File: src/verilog/icache_cfg.svh
// geometry of the instruction cache: address split, ways and sets
// included by the packages and by every module that sizes storage
`ifndef ICACHE_CFG_SVH
`define ICACHE_CFG_SVH

// fetch address split, tag | index | offset
`define ICACHE_ADDR_W   32
`define ICACHE_OFFSET_W 3   // byte within the 64-bit line
`define ICACHE_INDEX_W  6
`define ICACHE_TAG_W    23  // addr - index - offset

// organisation
`define ICACHE_WAYS     2
`define ICACHE_SETS     64  // 2**index width

`endif

File: src/verilog/icache_pkg.sv
// cache-side types: address fields, tag RAM entry and way number
// referenced by scoped name from the cache modules and interfaces
`include "icache_cfg.svh"

package icache_pkg;

  // fields of a fetch address
  typedef logic [`ICACHE_TAG_W-1:0]    tag_t;
  typedef logic [`ICACHE_INDEX_W-1:0]  index_t;
  typedef logic [`ICACHE_OFFSET_W-1:0] offset_t;

  // way select, one bit for two ways
  typedef logic [$clog2(`ICACHE_WAYS)-1:0] way_t;

  // contents of one tag RAM word
  typedef struct packed {
    tag_t tag;
  } tag_entry_t;

endpackage

File: src/verilog/icache_if.sv
// internal buses of the cache: RAM port per way and the refill handshake
// the controller owns the ctrl/master side of both

interface sram_if #(
  parameter type entry_t = logic
);
  logic               en;
  logic               we;     // write wins over read
  icache_pkg::index_t addr;
  entry_t             wdata;
  entry_t             rdata;  // valid the cycle after a read

  modport ctrl (output en, we, addr, wdata, input rdata);
  modport ram  (input en, we, addr, wdata, output rdata);
endinterface


File: src/verilog/icache_sram.sv
// single-port RAM with registered read, one per data way and tag way
// entry type is a parameter, depth defaults to the set count
`include "icache_cfg.svh"

module icache_sram #(
  parameter type entry_t = logic,
  parameter int  DEPTH   = `ICACHE_SETS
) (
  input logic clk,
  sram_if.ram bus
);

  entry_t mem_q [DEPTH];

  always_ff @(posedge clk) begin
    if (bus.en) begin
      if (bus.we) begin
        mem_q[bus.addr] <= bus.wdata;  // no read on a write cycle
      end else begin
        bus.rdata <= mem_q[bus.addr];  // holds until the next read
      end
    end
  end

  // an X index would read or corrupt an arbitrary set
  a_addr_known: assert property (
    @(posedge clk) bus.en |-> !$isunknown(bus.addr)
  );

endmodule

File: src/flat_wrapper.sv
// flat-port wrapper written by rule: the top's interface ports become plain ports
module icache_sram_flat 
#(
  parameter type entry_t = logic,
  parameter int  DEPTH   = `ICACHE_SETS
)
  (clk, bus_en, bus_we, bus_addr, bus_wdata, bus_rdata);
  sram_if #(.entry_t(entry_t)) bus_i ();
  input logic clk;
  input wire logic [$bits(bus_i.en)-1:0] bus_en;
  input wire logic [$bits(bus_i.we)-1:0] bus_we;
  input wire logic [$bits(bus_i.addr)-1:0] bus_addr;
  input wire logic [$bits(bus_i.wdata)-1:0] bus_wdata;
  output wire logic [$bits(bus_i.rdata)-1:0] bus_rdata;
  assign bus_i.en = bus_en;
  assign bus_i.we = bus_we;
  assign bus_i.addr = bus_addr;
  assign bus_i.wdata = bus_wdata;
  assign bus_rdata = bus_i.rdata;
  icache_sram #(.entry_t(entry_t), .DEPTH(DEPTH)) u_core (.clk(clk), .bus(bus_i));
endmodule
File: config.mk
export PLATFORM = sky130hd
export DESIGN_NAME = icache_sram_flat
export DESIGN_NICKNAME = d
export VERILOG_FILES = /design/src/verilog/icache_pkg.sv /design/src/verilog/icache_if.sv /design/src/verilog/icache_sram.sv /design/src/flat_wrapper.sv
export VERILOG_INCLUDE_DIRS = /design/src /design/src/verilog
export SDC_FILE = /design/constraint.sdc
export NUM_CORES = 1
export LEC_CHECK = 0
export BUFFER_PORTS_ARGS = -buffer_cell sky130_fd_sc_hd__clkbuf_2
export CAP_MARGIN = 40
export CORE_ASPECT_RATIO = 2
export CORE_MARGIN = 2
export CORE_UTILIZATION = 40
export CTS_CLUSTER_SIZE = 30
export DETAILED_ROUTE_END_ITERATION = 10
export PLACE_DENSITY = 0.67
export SLEW_MARGIN = 10
export SYNTH_ARGS = -nofsm -noshare
export SYNTH_HDL_FRONTEND = slang
export SYNTH_SLANG_ARGS = --single-unit
File: constraint.sdc
create_clock -name clk -period 1.5 [get_ports clk]
set_input_delay 0.225 -clock clk [delete_from_list [all_inputs] [get_ports clk]]
set_output_delay 0.225 -clock clk [all_outputs]
set_load 0.02 [all_outputs]
==> summary.txt <==
Outcome
  – Status: complete, but fails checks
  – Failing checks: negative setup slack

Drt
  – DR WL met3: 294 µm
  – Routed wire length: 6997 µm
  – Top Layer Used: met4
  – Via/cell ratio: 5.390
  – Via count: 2102
  – Met2 routed WL: 3837 µm
  – WL met1: 2561 µm
  – Total iterations of the first detailed-routing run: 4
  – Avg WL per Cell: 17.94 µm
  – Final ANT Viol Nets: 0
  – First DRT Iteration DRCs: 97
  – # DRC: 0

Global route
  – Total grt overflow: 0
  – First-pass GRT wire length: 11030 µm
  – Vias in the first global route: 2141
  – Total GRT Usage: 0.1875
  – Largest net degree at the start of global routing: 65
  – Initial antenna violation count: 0

Placed design
  – DP HPWL: 4760 µm
  – Port Buffers: 10
  – Placed Instances: 374
  – Gp weighted congestion: 0.9422

Timing
  – Final hold vios: 0
  – Setup TNS: -0.1623 ns
  – FMAX: 0.6016 GHz
  – Final worst slack: -0.1623 ns
  – Setup Viol. Count Final: 1
  – Final slew viol count: 0
  – Tcrit/Tclk final: 1.108
  – Clock Skew: 0.002935 ns
  – Final hold slack: 0.2369 ns
  – Fin crit period: 1.662 ns
  – RSZ-0062 raised after global routing: true
  – Worst-margin pin slew: 0.5622 ns
  – Slew headroom: 0.6252

Floorplan
  – Die height: 126.0 µm
  – Die area: 8196 µm²
  – Starting density of the core: 0.4100
  – Die outline width: 65.03 µm
  – Core Area: 7267 µm²
  – # IOs: 11
  – Row count: 44

Clocking
  – Clock Tree Buf Depth: 2
  – Hold_buf cts: 0
  – Clock sink total: 65
  – Num CTS Buffers: 9
  – Root buffer cell: clkbuf_16
  – CTS tree: done
  – Post-CTS setup repair buffer count: 0
  – Clock slew at reported path FFs: 0.05 ns
  – H-tree depth: 3
  – Worst-Skew Late Latency: 0.33 ns

Hold path
  – Worst hold path class: in -> reg

Power
  – Cell Pwr Density: 1173 nW/µm²
  – Power Total: 4.487 mW
  – Comb pwr share: 0.071
  – Reg power frac: 0.449
  – Sw Share: 0.2003
  – Power Internal: 3.588 mW
  – Clock power frac: 0.480
  – Sw power: 898.9 µW
  – Leak: 1.314 nW
  – Worst VDD drop: 0.6522 mV

Logic synthesis
  – Yosys reg bits: 65
  – Number of flops mapped to enable cells by yosys: 65
  – Area of the mapped netlist: 2979 µm²
  – Synth Warn #: 0
  – Sequential area share after synthesis: 0.6552
  – Gate Count Post-Synth: 241
  – Most used DFF post-synth: edfxtp_1
  – Yosys cell types: 39
  – Post-synth top area cell: edfxtp_1
  – Syn Area/Cell: 12.36 µm²
  – Synth area leaders: edfxtp_1 66%, nor2_1 8.9%, mux4_1 2.6%
  – Synth top area share: 0.6552
  – Asr flop ratio synth: 0
  – Post-synth net total: 251

Job
  – Max-Cap Viols: 0

Setup path
  – Worst EP arrival: 1.73 ns
  – Startpoint types: register
  – CP endpoint kind: register
  – CP Class: reg -> reg
  – Crit path required time: 1.56 ns
  – Crit Path Max Fanout: 1

Cells and area
  – Layout Cells excl Fill: 390
  – Share of post-route cells with drive strength above 1: 0.3087
  – Most common cell after layout, fill and taps aside: nor2_1
  – ANT cells: 0
  – Fillcell total: 645
  – Synth-to-layout area growth: 28.43%
  – Commonest cells after routing, fill and taps aside: 68 x nor2_1, 65 x edfxtp_1, 40 x buf_4
  – Nets: 303
## sequential cells by signal, summed over array words and instances, names as in the netlist
signal / flops
u_core.mem_q: 64
u_core.bus.rdata: 1
## power groups by stage
stage	clock network, mW	logic [mW]	registers (mW)
final	2.16	0.319	2.01
after global routing	2.26	0.345	2.01
after CTS	2.17	0.309	2.01
after detailed placement	0	0.307	2.05
after global placement	0	0.303	2.05
after floorplan	0	0.157	2.05
## synthesized netlist by cell type, types with 2 or more instances
cell type	count
nor2_1	71
edfxtp_1	65
nand2_1	18
buf_2	8
nor2b_1	7
mux2i_1	6
clkbuf_1	5
mux2_2	5
a21oi_1	4
a31oi_1	4
nand3_1	4
nand3b_1	4
a22oi_1	3
a2bb2oi_1	3
and3_1	3
mux4_1	3
a211oi_1	2
a221oi_1	2
a22o_1	2
a32oi_1	2
nor3_1	2
## worst max-delay path, stage by stage (launching register included)
cell,delay (ns)
edfxtp_1,0.35
mux2_4,0.29
a221oi_2,0.28
a211oi_2,0.09
nor4_2,0.27
nand4_1,0.12
## final cells by class
cell class                 count  area [µm²]  share of cell area
clock inverter                 7       85.08             0.02224
timing repair buffer          56       470.5              0.1230
tap                           92       115.1             0.03008
clock buffer                   9       225.2             0.05886
sequential                    65        1952              0.5101
inverter                       1       3.754           0.0009810
multi-input combinational    160       974.7              0.2547
## logic make-up after synthesis
logic type | after synthesis | synth area share
AOI/OAI and AO/OA | 26 | 0.06300
buffers and inverters | 16 | 0.02730
DFF | 65 | 0.6552
muxes | 16 | 0.07812
and+or+nand+nor | 118 | 0.1764
## path summary, 6_finish.rpt
kind,from,end,slack [ns],cells after the start
setup reg to reg,u_core.mem_q[4]$_DFFE_PP_,u_core.bus.rdata$_DFFE_PP_,-0.16,5
setup / recovery,u_core.mem_q[4]$_DFFE_PP_,u_core.bus.rdata$_DFFE_PP_,-0.16,5
hold / removal,bus_we,u_core.bus.rdata$_DFFE_PP_,0.24,2
hold reg to reg,u_core.mem_q[40]$_DFFE_PP_,u_core.bus.rdata$_DFFE_PP_,0.77,4
## repair_timing
action | in CTS | in global routing
pin swaps | 0 | 3
endpoints found under the setup margin | 1 | 6
gates resized for setup | 0 | 9
## routing by layer
| layer | GRT usage | vias up |
|---|---|---|
| met2 | 0.3329 | 58 |
| met4 | 0.1005 | 0 |
| met1 | 0.2028 | 1040 |
| met5 | 0 | - |
| li1 | - | 983 |
| met3 | 0.03929 | 21 |
## per-stage QoR
step	setup slack (ns)	utilization	area, µm²
6_report	-0.1623	0.5265	3826
5_1_grt	-0.2504	0.5265	3826
4_1_cts	-0.1466	0.5215	3790
3_5_place_dp	-0.3184	0.4788	3480
3_3_place_gp	-0.3036	0.4788	3480
2_1_floorplan	-0.05117	-	2990
Power figures use the tool's default switching activity.
