===== config.mk =====
export PLATFORM = sky130hd
export DESIGN_NAME = icache_refill_flat
export DESIGN_NICKNAME = d
export VERILOG_FILES = /design/src/verilog/mem_pkg.sv /design/src/verilog/icache_if.sv /design/src/verilog/icache_refill.sv /design/src/flat_wrapper.sv
export VERILOG_INCLUDE_DIRS = /design/src /design/src/verilog
export SDC_FILE = /design/constraint.sdc
export NUM_CORES = 1
export LEC_CHECK = 0
export ABC_AREA = 1
export ABC_CLOCK_PERIOD_IN_PS = 4400
export BUFFER_PORTS_ARGS = -buffer_cell sky130_fd_sc_hd__clkbuf_2
export CELL_PAD_IN_SITES_DETAIL_PLACEMENT = 2
export CELL_PAD_IN_SITES_GLOBAL_PLACEMENT = 2
export CORE_MARGIN = 5
export CORE_UTILIZATION = 24
export CTS_CLUSTER_DIAMETER = 150
export DETAILED_ROUTE_END_ITERATION = 16
export PLACE_DENSITY = 0.72
export REMOVE_ABC_BUFFERS = 1
export SLEW_MARGIN = 5
export SYNTH_ARGS = -nofsm -noshare
export SYNTH_HDL_FRONTEND = slang
export SYNTH_SLANG_ARGS = --single-unit

===== constraint.sdc =====
create_clock -name clk -period 4.4 [get_ports clk]
set_input_delay 1.32 -clock clk [delete_from_list [all_inputs] [get_ports clk]]
set_output_delay 1.32 -clock clk [all_outputs]
set_load 0.01 [all_outputs]

===== src/verilog/icache_cfg.svh =====
// geometry of the instruction cache: address split, ways and sets
// included by the packages and by every module that sizes storage
`ifndef ICACHE_CFG_SVH
`define ICACHE_CFG_SVH

// fetch address split, tag | index | offset
`define ICACHE_ADDR_W   32
`define ICACHE_OFFSET_W 3   // byte within the 64-bit line
`define ICACHE_INDEX_W  6
`define ICACHE_TAG_W    23  // addr - index - offset

// organisation
`define ICACHE_WAYS     2
`define ICACHE_SETS     64  // 2**index width

`endif


===== src/verilog/mem_pkg.sv =====
// memory-side types shared by the fetch port and the refill port
`include "icache_cfg.svh"

package mem_pkg;

  typedef logic [`ICACHE_ADDR_W-1:0] addr_t;
  typedef logic [63:0]               word_t;  // one line is one word

  // read response, AXI-style encoding
  typedef logic [1:0] resp_t;

  localparam resp_t RESP_OKAY = 2'b00;
  localparam resp_t RESP_ERR  = 2'b10;  // slave error

endpackage


===== src/verilog/icache_if.sv =====


interface refill_if;
  logic           req;   // single-cycle pulse
  mem_pkg::addr_t addr;
  logic           done;  // single-cycle pulse, data and resp valid
  mem_pkg::word_t data;
  mem_pkg::resp_t resp;

  modport master (output req, addr, input done, data, resp);
  modport slave  (input req, addr, output done, data, resp);
endinterface


===== src/verilog/icache_refill.sv =====
// memory read master for line refills
// one address beat out, one data beat back, done pulses a cycle after data
module icache_refill (
  input  logic           clk,
  input  logic           rst,
  refill_if.slave        rf,
  output logic           mem_ar_valid_o,
  input  logic           mem_ar_ready_i,
  output mem_pkg::addr_t mem_ar_addr_o,
  input  logic           mem_r_valid_i,
  output logic           mem_r_ready_o,
  input  mem_pkg::word_t mem_r_data_i,
  input  mem_pkg::resp_t mem_r_resp_i
);

  typedef enum logic [1:0] {S_IDLE, S_ADDR, S_DATA} state_e;

  state_e state_q;

  assign mem_ar_valid_o = (state_q == S_ADDR);  // held until accepted
  assign mem_r_ready_o  = (state_q == S_DATA);

  always_ff @(posedge clk) begin
    if (rst) begin
      state_q <= S_IDLE;
      rf.done <= 1'b0;
    end else begin
      rf.done <= 1'b0;
      case (state_q)
        S_IDLE: if (rf.req) state_q <= S_ADDR;
        S_ADDR: if (mem_ar_ready_i) state_q <= S_DATA;
        S_DATA: begin
          if (mem_r_valid_i) begin
            state_q <= S_IDLE;
            rf.done <= 1'b1;
          end
        end
        default: state_q <= S_IDLE;
      endcase
    end
  end

  always_ff @(posedge clk) begin
    if (state_q == S_IDLE && rf.req) mem_ar_addr_o <= rf.addr;
    if (mem_r_valid_i && mem_r_ready_o) begin
      rf.data <= mem_r_data_i;
      rf.resp <= mem_r_resp_i;
    end
  end

  // controller holds a single fetch, so never a second request in flight
  a_req_idle: assert property (
    @(posedge clk) disable iff (rst) rf.req |-> state_q == S_IDLE
  );
  a_ar_hold: assert property (
    @(posedge clk) disable iff (rst)
      (mem_ar_valid_o && !mem_ar_ready_i) |=> mem_ar_valid_o
  );

endmodule


===== src/flat_wrapper.sv =====
// flat-port wrapper written by rule: the top's interface ports become plain ports
module icache_refill_flat 
  (clk, rst, mem_ar_valid_o, mem_ar_ready_i, mem_ar_addr_o, mem_r_valid_i, mem_r_ready_o, mem_r_data_i, mem_r_resp_i, rf_req, rf_addr, rf_done, rf_data, rf_resp);
  refill_if rf_i ();
  input  logic clk;
  input  logic rst;
  output logic mem_ar_valid_o;
  input  logic mem_ar_ready_i;
  output mem_pkg::addr_t mem_ar_addr_o;
  input  logic mem_r_valid_i;
  output logic mem_r_ready_o;
  input  mem_pkg::word_t mem_r_data_i;
  input  mem_pkg::resp_t mem_r_resp_i;
  input wire logic [$bits(rf_i.req)-1:0] rf_req;
  input wire logic [$bits(rf_i.addr)-1:0] rf_addr;
  output wire logic [$bits(rf_i.done)-1:0] rf_done;
  output wire logic [$bits(rf_i.data)-1:0] rf_data;
  output wire logic [$bits(rf_i.resp)-1:0] rf_resp;
  assign rf_i.req = rf_req;
  assign rf_i.addr = rf_addr;
  assign rf_done = rf_i.done;
  assign rf_data = rf_i.data;
  assign rf_resp = rf_i.resp;
  icache_refill u_core (.clk(clk), .rst(rst), .rf(rf_i), .mem_ar_valid_o(mem_ar_valid_o), .mem_ar_ready_i(mem_ar_ready_i), .mem_ar_addr_o(mem_ar_addr_o), .mem_r_valid_i(mem_r_valid_i), .mem_r_ready_o(mem_r_ready_o), .mem_r_data_i(mem_r_data_i), .mem_r_resp_i(mem_r_resp_i));
endmodule

==> impl_metrics.toml, run 1 <==
[setup_path]
r2r_start = "u_core.state_q[1]$_SDFFE_PP0P_"
critPathMaxFanout = 32
worstSetupStartpointType = "input pin"
required_ns = 4.35
cp.arrival_ns = 2.36
end_kind = "flip-flop"
crit_start = "rf_req"
critical_path_class = "input pin to flip-flop"

[yosys]
yosys_warnings = 0
syn_area_sq_um = 3088
syn_area_per_cell_sq_um = 25.95
ys_seq_area_share_pct = 97.24
syn_inst = 119
ys_seq_elements = 101
yosysUniqueCellTypes = 11

[placement]
post-place-ws_ns = 1.581
numPortBuffers = 203
place.gp.congestion = 0.6573
dp.cells = 495

[routing]
vias = 1983
wl_um = 9028
firstDrtPassIters = 6
post_drt_wl_per_cell_um = 17.67
detail-route-antenna-nets = 0
initialDrtViolationCount = 108
drcViolationCount = 0
vias_per_cell = 3.881

[min_path]
hold_start = "u_core.state_q[0]$_SDFFE_PP0P_"
min_path_type = "flip-flop to flip-flop"

[global_routing]
grt_max_degree = 47
gr-usage-all-layers_pct = 11.66
overflow = 0
grt_pass1_wl_um = 12700
grt_antenna_before_repair = 0
first_global_vias = 2269

[clocking]
cts_resized = 0
cts_root_buf = "clkbuf_16"
cts_tree = "done"
ctsHoldBuffers = 0
clk_pin_slew_ns = 0.06
numCtsBuffers = 9
post_cts_buffers = 0
h-tree-depth = 3
clock_sinks = 101
clock_path_buffers = 2
insertion_delay_ns = 0.34

[floorplan]
die_area_sq_um = 15240
core-area_sq_um = 12620
die-height_um = 123.4
die_w_um = 123.4
ioPinCount = 204
num_rows = 41
initial_utilization_pct = 24.47

[power]
pwr_density_cell_nw_per_um2 = 426.4
leakagePower_nw = 1.979
total_power_mw = 1.977
ir_drop_v = 0.0002417

[sta]
skew_ns = 0.003066
min_period_ns = 2.411
hold_viol_final = 0
max_freq_mhz = 414.8
setup_tns_ns = 0
period_share_pct = 54.80
worst_pin_slew_ns = 1.201
fin_ws_ns = 1.989
relSlewSlack_pct = 19.87
finalSetupViolCount = 0
rsz0062_at_grt = "no"
report.final.slew_viol_count = 0

[flow_run]
maxCapViolCount = 0

[final_layout]
drive_gt1_share_pct = 65.78
fin_cells = 511
fin_nets = 437
diodes = 0
syn_to_final_growth_pct = 50.16

[outcome]
outcome = "finished, final reports clean"
-- report_power, final --
part / leakage (nW) / internal (mW) / switching, mW
registers: 0.926 / 1.09 / 0.00791
clock network: 0.143 / 0.440 / 0.333
logic: 0.911 / 0.0503 / 0.0573
-- cell type report --
type,instances,area (sq um)
fill,1315,7983
sequential,101,3003
timing repair buffer,204,1036
clock buffer,10,229.0
tap,172,215.2
multi-input combinational,12,70.07
clock inverter,6,61.31
inverter,6,22.52
-- kinds of logic (layout without fill, tap and decap cells) --
kind of cell           count (synthesis)  count (layout)  share of synthesized area [%]
buffers and inverters                  6             226                         0.7293
AO/OA/AOI/OAI                          2               2                         0.3646
flip-flops                           101             101                          97.24
AND/OR/NAND/NOR                       10              10                          1.661
-- flip-flops by register name, indices dropped and copies added, names as in the netlist --
signal / count
u_core.rf.resp: 2
u_core.mem_ar_addr_o: 32
u_core.rf.data: 64
u_core.rf.done: 1
u_core.state_q: 2
-- synthesized netlist by cell type, drive strengths merged --
master	n	share of area (%)
nor3	1	0.16
nor2	5	0.93
a31oi	1	0.20
inv	6	0.73
edfxtp	98	95
a21oi	1	0.16
dfxtp	3	1.9
nand2	4	0.57
-- per-layer routing --
| metal | track usage, % | wire [um] | vias up |
|---|---|---|---|
| met1 | 11.88 | 3215 | 934 |
| met3 | 7.411 | 1403 | 10 |
| met4 | 4.983 | 144 | 0 |
| met5 | 0 | 0 | - |
| li1 | - | - | 887 |
| met2 | 18.99 | 4265 | 152 |
-- worst max-delay path, stage by stage --
cell and delay (ns):
clkbuf_2 0.10, nand2_1 0.06, inv_1 0.86
-- metrics by stage --
stage | util, % | hold slack [ns] | instance area (sq um)
final | 36.74 | 0.5643 | 4637
after global routing | 36.74 | 0.6258 | 4637
after CTS | 36.74 | 0.5773 | 4637
after detailed placement | 34.44 | 0.5685 | 4347
after global placement | 34.44 | 0.5446 | 4347
after floorplan | - | 0.5122 | 3088
-- cells in the final DEF (no fill, tap or decap) --
| cell type | n |
|---|---|
| clkbuf_2 | 203 |
| edfxtp_1 | 98 |
| clkbuf_16 | 9 |
| inv_1 | 6 |
| nand2_1 | 3 |
| clkinv_2 | 3 |
| dfxtp_1 | 3 |
| nor2_4 | 2 |
| nor2_1 | 2 |
| nand2_2 | 1 |
| a21oi_1 | 1 |
| nor3_1 | 1 |
| nor2_2 | 1 |
| a31oi_1 | 1 |
| inv_6 | 1 |
| bufinv_16 | 1 |
| clkinvlp_4 | 1 |
| clkbuf_1 | 1 |
| buf_12 | 1 |
-- worst paths after layout --
check	endpoint	slack, ns	cells after the start
worst min-delay path	u_core.state_q[0]$_SDFFE_PP0P_	0.56	3
worst max-delay path	u_core.mem_ar_addr_o[26]$_DFFE_PP_	1.99	3
worst min register to register	u_core.state_q[0]$_SDFFE_PP0P_	0.56	3
worst max register to register	u_core.mem_ar_addr_o[26]$_DFFE_PP_	2.54	3
Power figures use the tool's default switching activity.
==> run 2, diff against run 1 <==
- ABC_AREA: 1 -> 0
- ABC_CLOCK_PERIOD_IN_PS: 4400 -> 2500
- CORE_UTILIZATION: 24 -> 27
- PLACE_DENSITY: 0.72 -> 0.76
- clock period: 4.4 -> 2.5 ns (I/O delays scaled with it)
==> run 2 against run 1 <==
Combinational power increased by 81%; register-to-register slack worse by 1.4 ns; sequential power increased by 76%; total power is 75% higher; first-iteration DRC count is 5.6% higher; die area is 11% lower; largest cell class unchanged; final cell count shrank 6.8%.
==> impl_metrics.toml, run 2 <==
[clocking]
numCtsBuffers = 9
h-tree-depth = 3
clk_pin_slew_ns = 0.06
ctsHoldBuffers = 0
cts_root_buf = "clkbuf_16"
clock_sinks = 101
post_cts_buffers = 0
clock_path_buffers = 2
cts_resized = 0
cts_tree = "done"
insertion_delay_ns = 0.33

[flow_run]
maxCapViolCount = 0

[final_layout]
diodes = 0
drive_gt1_share_pct = 66.37
top_regs = "u_core.rf.data x64, u_core.mem_ar_addr_o x32"
mostFrequentLayoutCell = "clkbuf_2"
final_cell_mix = "clkbuf_2 (203), edfxtp_1 (98), clkbuf_16 (9)"
fin_nets = 431
top_register = "u_core.rf.data"
syn_to_final_growth_pct = 49.12
largest_reg_flops = 64
fin_util_pct = 40.64
final_area_sq_um = 4581

[global_routing]
grt_max_degree = 68
overflow = 0
first_global_vias = 2245
grt_antenna_before_repair = 0
gr-usage-all-layers_pct = 12.32
grt_pass1_wl_um = 12180

[placement]
numPortBuffers = 203
place.gp.congestion = 0.6783
post-place-ws_ns = 0.7374
postPlaceCellArea_sq_um = 4298

[yosys]
synthFlopType = "edfxtp_1"
synthTopCellsByCount = "edfxtp_1 (98), dfxtp_1 (3), nand2b_1 (2), nor2_1 (2), nor2b_1 (2)"
syn_area_sq_um = 3072
ys_seq_elements = 101
syn_inst = 112
synth_edf_count = 98
synth.most_common_cell = "edfxtp_1"
yosys_warnings = 0
synth_top_area_cell = "edfxtp_1"
async_flop_share_pct = 0
synth_top_area_share_pct = 95.80
yosysUniqueCellTypes = 10
syn_area_per_cell_sq_um = 27.43
synthTopCellsByArea = "edfxtp_1 (96%), dfxtp_1 (2.0%), nand2b_1 (0.41%)"
ys_seq_area_share_pct = 97.76

[routing]
post_drt_wl_per_cell_um = 18.19
drcViolationCount = 0
detail-route-antenna-nets = 0
initialDrtViolationCount = 114
vias_per_cell = 4.084
firstDrtPassIters = 4
vias = 1944
wl_um = 8659

[setup_path]
critical_path_class = "flip-flop to primary output"
end_kind = "primary output"
r2r_cells = 3
endpoint = "mem_r_ready_o"
r2r-end = "u_core.mem_ar_addr_o[30]$_DFFE_PP_"
rrSetupSlack_ns = 1.16
critPathMaxFanout = 5
r2r_start = "u_core.state_q[0]$_SDFFE_PP0P_"
required_ns = 1.75
crit_start = "u_core.state_q[1]$_SDFFE_PP0P_"
worstSetupStartpointType = "flip-flop"
cp.arrival_ns = 1.09

[sta]
report.final.slew_viol_count = 0
fin_ws_ns = 0.6558
min_period_ns = 1.844
finalSetupViolCount = 0
hold_viol_final = 0
worst_pin_slew_ns = 0.3995
skew_ns = 0.005030
period_share_pct = 73.77
max_freq_mhz = 542.3
setup_tns_ns = 0
rsz0062_at_grt = "no"
relSlewSlack_pct = 73.37

[floorplan]
ioPinCount = 204
num_rows = 39
die_area_sq_um = 13610
die-height_um = 116.7
initial_utilization_pct = 27.25
core-area_sq_um = 11270
die_w_um = 116.7

[outcome]
outcome = "finished, final reports clean"

[power]
pwr_density_cell_nw_per_um2 = 755.1
leakagePower_nw = 1.961
ir_drop_v = 0.0002647

[min_path]
min_path_type = "flip-flop to flip-flop"
hold_path_depth = 1
-- run 2: worst min path at each step --
stage | endpoint | start | slack [ns]
2_1_floorplan | u_core.state_q[0]$_SDFFE_PP0P_ | u_core.state_q[1]$_SDFFE_PP0P_ | 0.45
3_3_place_gp | u_core.state_q[0]$_SDFFE_PP0P_ | u_core.state_q[1]$_SDFFE_PP0P_ | 0.49
3_5_place_dp | u_core.state_q[0]$_SDFFE_PP0P_ | u_core.state_q[0]$_SDFFE_PP0P_ | 0.53
4_1_cts | u_core.state_q[0]$_SDFFE_PP0P_ | u_core.state_q[0]$_SDFFE_PP0P_ | 0.54
5_1_grt | u_core.state_q[0]$_SDFFE_PP0P_ | u_core.state_q[1]$_SDFFE_PP0P_ | 0.57
6_report | u_core.state_q[0]$_SDFFE_PP0P_ | u_core.state_q[1]$_SDFFE_PP0P_ | 0.53
-- run 2: stage by stage --
step / std cells / hold WS (ns) / total power [mW]
after floorplan: 112 / 0.4456 / 2.028
after global placement: 460 / 0.4869 / 2.162
after detailed placement: 460 / 0.5271 / 2.178
after CTS: 476 / 0.5390 / 3.527
after global routing: 476 / 0.5662 / 3.620
final: 476 / 0.5319 / 3.459
-- run 2: layout make-up --
type | instances | area (sq um)
Sequential cell | 101 | 3003
Inverter | 1 | 3.754
Timing Repair Buffer | 205 | 1044
Clock buffer | 10 | 229.0
Clock inverter | 6 | 53.80
Multi-Input combinational cell | 10 | 68.82
Fill cell | 1128 | 6691
Tap cell | 143 | 178.9
-- run 2: critical path, cell delays in order, from the launching register on --
cell	delay [ns]
dfxtp_1	0.40
nor2b_1	0.20
clkbuf_2	0.16
-- run 2: report_power, final --
| group | switching [mW] | total [mW] | internal, mW |
|---|---|---|---|
| clock | 0.560 | 1.33 | 0.766 |
| sequential | 0.0163 | 1.94 | 1.92 |
| combinational | 0.102 | 0.196 | 0.0938 |
-- run 2: logic make-up (layout without fill, tap and decap cells) --
family / Yosys count / count (layout) / share of synthesized area [%]
DFF: 101 / 101 / 97.76
and+or+nand+nor: 8 / 8 / 1.548
AOI/OAI and AO/OA: 2 / 2 / 0.5704
buffers and inverters: 1 / 222 / 0.1221
-- run 2: metal layers --
layer,global-route usage (%),share of wire (%),wire [um]
met5,0,0,0
met3,5.803,15,1257
met2,20.33,49,4215
met1,13.69,36,3085
met4,5.275,1.2,101
==> run 3, diff against run 2 <==
- ABC_CLOCK_PERIOD_IN_PS: 2500 -> 1500
- CORE_UTILIZATION: 27 -> 24
- PLACE_DENSITY: 0.76 -> 0.72
- clock period: 2.5 -> 1.5 ns (I/O delays scaled with it)
==> run 3 against run 2 <==
Clock-buffer cell count rose by 2; critical path depth did not move; sequential power rose by 66%; sequential share of layout area fell by 0.88 points; utilization fell by 3.6 points; final cell count rose by 6.5%; first-iteration DRC count fell by 43%; register-to-register slack got worse by 1.0 ns; die area rose by 11%; flip-flop and latch count did not move; clock power rose by 51%; via count rose by 2.4%.
==> impl_metrics.toml, run 3 (synthesis results as in run 2) <==
[routing]
post_drt_wl_per_cell_um = 17.45
vias_per_cell = 3.927
firstDrtPassIters = 4
drcViolationCount = 0
vias = 1991
wl_um = 8848
initialDrtViolationCount = 65
detail-route-antenna-nets = 0

[clocking]
clock_sinks = 101
numCtsBuffers = 9
h-tree-depth = 3
clk_pin_slew_ns = 0.06
cts_root_buf = "clkbuf_16"
cts_tree = "done"
insertion_delay_ns = 0.33
clock_path_buffers = 2
ctsHoldBuffers = 0

[floorplan]
die_w_um = 123.1
core-area_sq_um = 12570
initial_utilization_pct = 24.44
num_rows = 41
ioPinCount = 204
die-height_um = 123.1
die_area_sq_um = 15160

[final_layout]
diodes = 0
syn_to_final_growth_pct = 51.53
regArea_sq_um = 3010
top_regs = "u_core.rf.data x64, u_core.mem_ar_addr_o x32"
largest_reg_flops = 64
final_area_sq_um = 4654
fin_nets = 434
n_fill_cell = 1292
top_register = "u_core.rf.data"
final_cell_mix = "clkbuf_2 (202), edfxtp_1 (98), clkbuf_16 (9)"
mostFrequentLayoutCell = "clkbuf_2"
multi_input_area_sq_um = 83.83
drive_gt1_share_pct = 67.16

[sta]
worst_pin_slew_ns = 0.1773
min_period_ns = 1.462
setup_tns_ns = 0
skew_ns = 0.004027
relSlewSlack_pct = 88.11
timing.hold.ws_ns = 0.2879
hold_viol_final = 0
period_share_pct = 97.46
max_freq_mhz = 684.1
finalSetupViolCount = 0
report.final.slew_viol_count = 0

[global_routing]
first_global_vias = 2296
grt_antenna_before_repair = 0
gr-usage-all-layers_pct = 11.45
grt_max_degree = 33
grt.busiest_layer = "met2"
grt_pass1_wl_um = 12590
use_met1_pct = 11.65
use_met2_pct = 18.72
overflow = 0
use_met3_pct = 6.999

[power]
switching_share_pct = 19.79
p_sw_mw = 1.105
clockPowerShare_pct = 35.9
pwr_density_cell_nw_per_um2 = 1199
leakagePower_nw = 1.969
internal-power_mw = 4.477
p_comb_share_pct = 6.2
ir_drop_v = 0.0004577
p_seq_share_pct = 57.9

[placement]
hpwlAfterDp_um = 7279
numPortBuffers = 203
postPlaceCellArea_sq_um = 4374
place.gp.congestion = 0.7231

[setup_path]
end_kind = "primary output"
critPathMaxFanout = 5
worstSetupStartpointType = "flip-flop"
cp_top_family = "flip-flops"
slowest_stage = "dfxtp_4"
crit_buf_inv = 1
cp.arrival_ns = 1.01
cp_cell_sequence = "nor2b_4 -> buf_2"
required_ns = 1.05
critPathMaxStageDelay_ns = 0.38
critical_path_class = "flip-flop to primary output"

[min_path]
min_path_type = "input pin to flip-flop"

[outcome]
outcome = "finished, final reports clean"

[flow_run]
maxCapViolCount = 0
==> run 3: cell count changes in the layout (fill, tap and decap cells not counted), sizes merged <==
cell    before  now
bufinv       1    0
clkbuf     213  214
buf          2    6
clkinv       5    3
==> run 3: metal layers <==
layer	vias to the layer above	routed length, um
li1	881	-
met3	8	1401
met2	152	4210
met5	-	0
met1	950	3101
met4	0	133
==> run 3: through the flow <==
stage                     worst slack [ns]  util [%]  instances  total power [mW]
after global placement              0.1506     34.80        491             3.625
after detailed placement            0.1167     34.80        491             3.642
after floorplan                    -0.9884         -        112             3.380
after CTS                         0.009247     36.85        506             5.694
final                              0.03816     37.03        507             5.581
after global routing              -0.01517     37.03        507             5.858
==> run 3: worst reg2reg max path: cells and delay by family (launching register included) <==
family                 cells  cell delay, ns
and+or+nand+nor            1            0.29
DFF                        1            0.37
buffers and inverters      2            0.36
==> run 3: what timing repair did <==
action / in CTS / in global routing
gates resized for setup: 4 / 5
endpoints found under the setup margin: 2 / 2
buffers inserted: 0 / 1
==> run 3: power groups by stage <==
stage | clock network (mW) | registers, mW | logic, mW
after global routing | 2.24 | 3.24 | 0.379
after floorplan | 0 | 3.34 | 0.0432
after detailed placement | 0 | 3.29 | 0.349
final | 2.01 | 3.23 | 0.345
after CTS | 2.11 | 3.23 | 0.350
after global placement | 0 | 3.29 | 0.337
==> run 3: cell type report <==
cell class	count	area share [%]
clock buffer	12	5.081
clock inverter	3	0.2957
inverter	1	0.08065
multi-input combinational	10	1.801
sequential	101	64.68
tap	172	4.624
timing repair buffer	208	23.44
==> run 3: worst paths after layout <==
kind                                  startpoint                        endpoint  slack (ns)  cells past startpoint
setup / recovery  u_core.state_q[0]$_SDFFE_PP0P_                  mem_ar_valid_o        0.04                      2
hold / removal                  mem_r_data_i[27]    u_core.rf.data[27]$_DFFE_PP_        0.29                      1
setup reg to reg  u_core.state_q[1]$_SDFFE_PP0P_    u_core.rf.data[14]$_DFFE_PP_        0.16                      3
hold reg to reg   u_core.state_q[0]$_SDFFE_PP0P_  u_core.state_q[0]$_SDFFE_PP0P_        0.54                      2
